**config.mk**
```make
export PLATFORM = sky130hd
export DESIGN_NAME = rv_core
export DESIGN_NICKNAME = d
export VERILOG_FILES = /design/src/hdl/rv_pkg.sv /design/src/hdl/rv_decoder.sv /design/src/hdl/rv_alu.sv /design/src/hdl/rv_regfile.sv /design/src/hdl/rv_core.sv
export SDC_FILE = /design/constraint.sdc
export NUM_CORES = 2
export LEC_CHECK = 0
export BUFFER_PORTS_ARGS = -buffer_cell sky130_fd_sc_hd__buf_4
export CAP_MARGIN = 20
export CORE_MARGIN = 2
export CORE_UTILIZATION = 60
export DETAILED_ROUTE_END_ITERATION = 7
export PLACE_DENSITY = 0.76
export SLEW_MARGIN = 20
export SYNTH_ARGS = -nofsm -noshare
export SYNTH_HDL_FRONTEND = slang
export SYNTH_SLANG_ARGS = --single-unit
```
**constraint.sdc**
```tcl
create_clock -name clk -period 43.8 [get_ports clk]
set_input_delay 6.57 -clock clk [delete_from_list [all_inputs] [get_ports clk]]
set_output_delay 6.57 -clock clk [all_outputs]
set_load 0.02 [all_outputs]
```
**src/hdl/rv_pkg.sv**
```systemverilog
package rv_pkg;

  // architectural sizes
  localparam int xlen     = 32;
  localparam int num_regs = 32;

  // one machine word: register value, immediate, pc or instruction
  typedef logic [xlen-1:0] word_t;

  // index into the integer register file
  typedef logic [4:0] reg_addr_t;

  // pc after reset and per-instruction step
  localparam word_t reset_pc = 32'h0000_0000;
  localparam word_t pc_step  = 32'd4;

  // major opcodes this core executes
  typedef enum logic [6:0] {
    op_imm = 7'b0010011,
    op_reg = 7'b0110011,
    op_lui = 7'b0110111
  } opcode_e;

  // ALU operations
  typedef enum logic [3:0] {
    alu_add    = 4'd0,
    alu_sub    = 4'd1,
    alu_sll    = 4'd2,
    alu_slt    = 4'd3,
    alu_sltu   = 4'd4,
    alu_xor    = 4'd5,
    alu_srl    = 4'd6,
    alu_sra    = 4'd7,
    alu_or     = 4'd8,
    alu_and    = 4'd9,
    // lui result is just the U immediate
    alu_pass_b = 4'd10
  } alu_op_e;

  // funct7 field values
  localparam logic [6:0] funct7_base = 7'b0000000;
  // sub, sra and srai
  localparam logic [6:0] funct7_alt  = 7'b0100000;

  // funct3 codes, shared by OP and OP-IMM
  localparam logic [2:0] f3_add_sub = 3'b000;
  localparam logic [2:0] f3_sll     = 3'b001;
  localparam logic [2:0] f3_slt     = 3'b010;
  localparam logic [2:0] f3_sltu    = 3'b011;
  localparam logic [2:0] f3_xor     = 3'b100;
  localparam logic [2:0] f3_srl_sra = 3'b101;
  localparam logic [2:0] f3_or      = 3'b110;
  localparam logic [2:0] f3_and     = 3'b111;

endpackage

```
**src/hdl/rv_decoder.sv**
```systemverilog
`timescale 1ns/1ps

module rv_decoder (
  input  rv_pkg::word_t     insn,
  output rv_pkg::alu_op_e   alu_op,
  output logic              use_imm,
  output rv_pkg::word_t     imm,
  output rv_pkg::reg_addr_t rd,
  output rv_pkg::reg_addr_t rs1,
  output rv_pkg::reg_addr_t rs2,
  output logic              rd_we,
  output logic              illegal
);
  import rv_pkg::*;

  opcode_e    opcode;
  logic [2:0] funct3;
  logic [6:0] funct7;
  logic       f7_base;
  logic       f7_alt;
  logic       alt_ok;
  word_t      imm_i;
  word_t      imm_shamt;
  word_t      imm_u;

  // field split, R-type layout
  assign opcode = opcode_e'(insn[6:0]);
  assign rd     = insn[11:7];
  assign funct3 = insn[14:12];
  assign rs1    = insn[19:15];
  assign rs2    = insn[24:20];
  assign funct7 = insn[31:25];

  assign f7_base = (funct7 == funct7_base);
  assign f7_alt  = (funct7 == funct7_alt);
  // only add/sub and the right shifts have an alternate form
  assign alt_ok  = (funct3 == f3_add_sub) || (funct3 == f3_srl_sra);

  // immediates
  assign imm_i     = {{20{insn[31]}}, insn[31:20]};
  assign imm_shamt = {27'd0, insn[24:20]};
  assign imm_u     = {insn[31:12], 12'd0};

  always_comb begin
    alu_op  = alu_add;
    use_imm = 1'b0;
    imm     = imm_i;
    rd_we   = 1'b0;
    illegal = 1'b0;

    case (opcode)
      op_lui: begin
        alu_op  = alu_pass_b;
        use_imm = 1'b1;
        imm     = imm_u;
        rd_we   = 1'b1;
      end

      op_imm: begin
        use_imm = 1'b1;
        rd_we   = 1'b1;
        case (funct3)
          f3_add_sub: alu_op = alu_add;
          f3_slt:     alu_op = alu_slt;
          f3_sltu:    alu_op = alu_sltu;
          f3_xor:     alu_op = alu_xor;
          f3_or:      alu_op = alu_or;
          f3_and:     alu_op = alu_and;
          f3_sll: begin
            alu_op  = alu_sll;
            imm     = imm_shamt;
            illegal = !f7_base;
          end
          f3_srl_sra: begin
            // funct7 sits in the upper immediate bits here
            alu_op  = f7_alt ? alu_sra : alu_srl;
            imm     = imm_shamt;
            illegal = !(f7_base || f7_alt);
          end
        endcase
      end

      op_reg: begin
        rd_we   = 1'b1;
        illegal = !(f7_base || (f7_alt && alt_ok));
        case (funct3)
          f3_add_sub: alu_op = f7_alt ? alu_sub : alu_add;
          f3_sll:     alu_op = alu_sll;
          f3_slt:     alu_op = alu_slt;
          f3_sltu:    alu_op = alu_sltu;
          f3_xor:     alu_op = alu_xor;
          f3_srl_sra: alu_op = f7_alt ? alu_sra : alu_srl;
          f3_or:      alu_op = alu_or;
          f3_and:     alu_op = alu_and;
        endcase
      end

      default: begin
        illegal = 1'b1;
      end
    endcase

    // no register write from a bad encoding
    if (illegal) begin
      rd_we = 1'b0;
    end
  end

endmodule

```
**src/hdl/rv_alu.sv**
```systemverilog
`timescale 1ns/1ps

module rv_alu (
  input  rv_pkg::alu_op_e alu_op,
  input  rv_pkg::word_t   a,
  input  rv_pkg::word_t   b,
  output rv_pkg::word_t   result
);
  import rv_pkg::*;

  logic [4:0] shamt;
  logic       lt_signed;
  logic       lt_unsigned;

  // RV32 shifts only look at five bits
  assign shamt = b[4:0];

  assign lt_signed   = ($signed(a) < $signed(b));
  assign lt_unsigned = (a < b);

  always_comb begin
    case (alu_op)
      alu_add: begin
        result = a + b;
      end
      alu_sub: begin
        result = a - b;
      end
      alu_sll: begin
        result = a << shamt;
      end
      alu_slt: begin
        result = {{(xlen-1){1'b0}}, lt_signed};
      end
      alu_sltu: begin
        result = {{(xlen-1){1'b0}}, lt_unsigned};
      end
      alu_xor: begin
        result = a ^ b;
      end
      alu_srl: begin
        result = a >> shamt;
      end
      alu_sra: begin
        // sign bit fills from the left
        result = word_t'($signed(a) >>> shamt);
      end
      alu_or: begin
        result = a | b;
      end
      alu_and: begin
        result = a & b;
      end
      alu_pass_b: begin
        result = b;
      end
      default: begin
        // unused encodings of the 4-bit op field
        result = '0;
      end
    endcase
  end

endmodule

```
**src/hdl/rv_regfile.sv**
```systemverilog
`timescale 1ns/1ps

module rv_regfile (
  input  logic              clk,
  input  logic              rst,
  input  logic              we,
  input  rv_pkg::reg_addr_t rd,
  input  rv_pkg::word_t     rd_data,
  input  rv_pkg::reg_addr_t rs1,
  input  rv_pkg::reg_addr_t rs2,
  output rv_pkg::word_t     rs1_data,
  output rv_pkg::word_t     rs2_data,
  input  rv_pkg::reg_addr_t dbg_addr,
  output rv_pkg::word_t     dbg_data
);
  import rv_pkg::*;

  word_t regs [num_regs];

  // all architectural state starts at zero
  always_ff @(posedge clk or posedge rst) begin
    if (rst) begin
      for (int i = 0; i < num_regs; i++) begin
        regs[i] <= '0;
      end
    end else if (we && (rd != '0)) begin
      regs[rd] <= rd_data;
    end
  end

  // read ports, no bypass from the write port
  assign rs1_data = regs[rs1];
  assign rs2_data = regs[rs2];

  // debug view for the testbench or a debugger
  assign dbg_data = regs[dbg_addr];

  // x0 must survive every write the core attempts
  a_x0_zero: assert property (
    @(posedge clk) disable iff (rst)
    we && (rd == '0) |=> (rs1 == '0 -> rs1_data == '0) && (regs[0] == '0)
  );

endmodule

```
**src/hdl/rv_core.sv**
```systemverilog
`timescale 1ns/1ps

module rv_core (
  input  logic              clk,
  input  logic              rst,
  output rv_pkg::word_t     pc,
  input  rv_pkg::word_t     insn,
  output logic              halt,
  input  rv_pkg::reg_addr_t dbg_addr,
  output rv_pkg::word_t     dbg_data
);
  import rv_pkg::*;

  alu_op_e   alu_op;
  logic      use_imm;
  word_t     imm;
  reg_addr_t rd;
  reg_addr_t rs1;
  reg_addr_t rs2;
  logic      rd_we;
  logic      illegal;
  word_t     rs1_data;
  word_t     rs2_data;
  word_t     alu_b;
  word_t     result;
  logic      reg_we;

  rv_decoder u_decoder (
    .insn    (insn),
    .alu_op  (alu_op),
    .use_imm (use_imm),
    .imm     (imm),
    .rd      (rd),
    .rs1     (rs1),
    .rs2     (rs2),
    .rd_we   (rd_we),
    .illegal (illegal)
  );

  // second operand, register or immediate
  assign alu_b = use_imm ? imm : rs2_data;

  rv_alu u_alu (
    .alu_op (alu_op),
    .a      (rs1_data),
    .b      (alu_b),
    .result (result)
  );

  // a halted core leaves the registers alone
  assign reg_we = rd_we && !halt;

  rv_regfile u_regfile (
    .clk      (clk),
    .rst      (rst),
    .we       (reg_we),
    .rd       (rd),
    .rd_data  (result),
    .rs1      (rs1),
    .rs2      (rs2),
    .rs1_data (rs1_data),
    .rs2_data (rs2_data),
    .dbg_addr (dbg_addr),
    .dbg_data (dbg_data)
  );

  // sticky halt, set on the edge that samples the bad word
  always_ff @(posedge clk or posedge rst) begin
    if (rst) begin
      halt <= 1'b0;
    end else if (illegal) begin
      halt <= 1'b1;
    end
  end

  // pc stays on the illegal instruction
  always_ff @(posedge clk or posedge rst) begin
    if (rst) begin
      pc <= reset_pc;
    end else if (!halt && !illegal) begin
      pc <= pc + pc_step;
    end
  end

  a_pc_aligned: assert property (@(posedge clk) disable iff (rst) pc[1:0] == 2'b00);

  a_pc_frozen: assert property (@(posedge clk) disable iff (rst) halt |=> $stable(pc));

endmodule

```
==> summary.md <==
| Metric | Value |
|---|---|
| Fraction of layout cells with a size suffix above 1 | between 20% and 30% |
| Synthesized area | 73500 um^2 |
| End point of the critical path | dbg_data[20] |
| Die X | between 300 and 400 um |
| Core ar. | 122000 um^2 |
| 1st-iter DRT viols | around 11000 |
| Leak | roughly 34 nW |
| DR pass1 iterations | 7 |
| Gr usage total | about 46% |
| CP Capture Type | output port |
| Drt drc | 0 |
| Cells resized by post-CTS repair | 0 |
| Initial antenna violation count | 16 |
| Initial Util | roughly 60% |
| Synth Register Bits | ~1100 |
| Crit share post-route | 38.5% |
| Final Instance Area | ~79000 um^2 |
| Worst r2r path cells | 17 |
| Power density over the cells | ~30 nW/um^2 |
| Setup Buffers After CTS | 0 |
| Post-route ant nets | 0 |
| Register area share after synthesis | a little over a third |
| I/O Pins | 104 |
| R2r startpoint | u_regfile.regs[166] |
| Clk sinks | approximately 1100 |
| Syn Inst Count | 6600 |
| Worst slew pin tran | ~1.2 ns |
| Site Rows | ~130 |
| I/O Buffers | ~100 |
| WHS | 0.421 ns |
| Final hold violation count | 0 |
| Max clock buf depth | 3 |
| Area Overhead vs Synth | 7.33% |
| Status | finished clean |
| Number of global-route vias before repair | 61000 |
| Normalized max-slew margin | 21.3% |
| Dpl hpwl | ~190 mm |
| Die area | roughly 130000 um^2 |
| CTS tree | yes |
| R2r setup slk | around 37 ns |
| RSZ-0062 raised after global routing | no |
| Ys flop type | dfrtp_1 |
| Worst Clk Skew | roughly 0.046 ns |
| Worst setup path start | dbg_addr[0] |
| CP max FO | 81 |
| Synthesized area per cell | approximately 11 um^2 |
| Detailed-route vias per instance | ~7.8 |
| Worst Path Required | about 37 ns |
| Total number of vias | 63000 |
| Worst IR Drop VDD | roughly 0.033 mV |
| CTS root buffer | clkbuf_16 |
| Min-Delay Path Class | reg -> reg |
| GPL Wtd Cong | ~1.1 |
| Fill cells | 9289 |
| Hold Crit Depth | 0 |
| Hold buffer count at cts | 0 |
| Reg clk slew, reported paths | about 0.06 ns |
| Min Clock Period, post-route | ~17 ns |
| CP arrival | just over 10 ns |
| Placed Area | ~75000 um^2 |
| Grt ovf | 0 |
| Yosys top cell by area | dfrtp_1 |
| Most frequent cell after synthesis | dfrtp_1 |
| Post-synth EDFFs | 0 |
| Final nets | approximately 6400 |
| Area contributors post-synth | dfrtp_1 (36%), mux4_2 (19%), mux2i_1 (8.5%) |
| YS warnings | 0 |
| Final WL | 293 mm |
| CP startpoint kind | input pin |
| Largest net degree at the start of global routing | between 150 and 200 |
| First-pass GRT wire length | 424 mm |
| Setup violations, final | 0 |
| WL/cell | approximately 36 um |
| Synth cell types | 105 |
| MaxCap Viol Count | 0 |
| Number of CTS-inserted buffers | 110 |
| Max Freq | 59.3 MHz |
| Setup CP Type | in -> out |
| Synth top cells by count | dfrtp_1 (1055), mux2i_1 (628), mux4_2 (620) |
| Worst-Skew Late Latency | around 0.77 ns |
| Final Total Pwr | 2.39 mW |
| CTS H-Tree Depth | 3 |
| Setup TNS | 0 ns |
| Synth top area share | between 30% and 40% |
| Asr flop ratio synth | between 90% and 100% |
| Die span in y | about 350 um |
| Slew Viols, Final | 0 |
| Crit Reg-Reg Endpoint | u_regfile.regs[476] |
[critical path: stages]
cell and delay, ns:
buf_8 0.60, buf_4 0.67, buf_4 0.76, mux4_2 0.61, mux4_2 0.51, mux2_2 0.29
buf_4 0.16
[worst min path at each step]
stage | startpoint | to | slack (ns)
floorplan | u_regfile.regs[1000] | u_regfile.regs[1000] | 0.46
global placement | u_regfile.regs[1001] | u_regfile.regs[1001] | 0.40
detailed placement | u_regfile.regs[1005] | u_regfile.regs[1005] | 0.41
CTS | u_regfile.regs[1005] | u_regfile.regs[1005] | 0.42
global route | u_regfile.regs[1006] | u_regfile.regs[1006] | 0.44
finish | u_regfile.regs[1009] | u_regfile.regs[1009] | 0.42
[placed cells by master, fill, tap and decap left out, types with 67 or more instances in the layout]
cell type	n
inv_1	89
mux4_2	620
mux2i_1	624
a22oi_1	169
nand3_1	142
clkbuf_16	111
o22ai_1	125
nand2_1	402
buf_4	254
nor3_1	67
o21ai_0	222
ha_1	101
a21oi_1	503
dfrtp_1	1055
mux2_2	507
nor2_1	509
[cell type report]
type	instances	area, um^2	share of cell area (%)
multi-input combinational	4758	43900	55.6
timing repair buffer	273	2210	2.80
clock inverter	56	729	0.924
antenna	18	45.0	0.0571
tap	1625	2030	2.58
clock buffer	153	3180	4.02
sequential	1055	26400	33.5
inverter	105	404	0.512
[flip-flops by register name (all words and copies together) (netlist names)]
signal,cells
pc,30
halt,1
u_regfile.regs,1024
[power breakdown]
part	total (mW)	switching [mW]	internal (mW)	leakage, nW
Combinational	0.390	0.280	0.109	17.6
Clock	1.02	0.430	0.591	1.91
Sequential	0.975	0.000296	0.975	14.7
[stage by stage]
step           setup slack (ns)  cells  util [%]
2_1_floorplan              7.53   6601         -
3_3_place_gp              26.88   7812      61.5
3_5_place_dp              26.83   7813      61.5
4_1_cts                   26.83   8022      64.7
5_1_grt                   26.63   8029      64.8
6_report                  26.95   8043      64.8
[metal layers]
| metal | up-vias | routed length [um] | GRT usage [%] |
|---|---|---|---|
| met3 | 1545 | 45400 | 18.9 |
| met5 | - | 88 | 0.264 |
| met4 | 14 | 24500 | 31.7 |
| met1 | 31200 | 101000 | 58.9 |
| met2 | 5650 | 122000 | 64.5 |
| li1 | 24600 | - | - |
[kinds of logic after synthesis]
kind of cell,Yosys count,share of synthesized area [%]
fa+ha+maj,103,1.77
simple gates,1365,8.25
other cells,1,0.00510
mux,1787,36.0
flops,1055,35.9
buf+inv,788,5.03
compound gates,1453,12.5
xor+xnor,48,0.572
No activity file was read; power rests on OpenSTA's default activity.
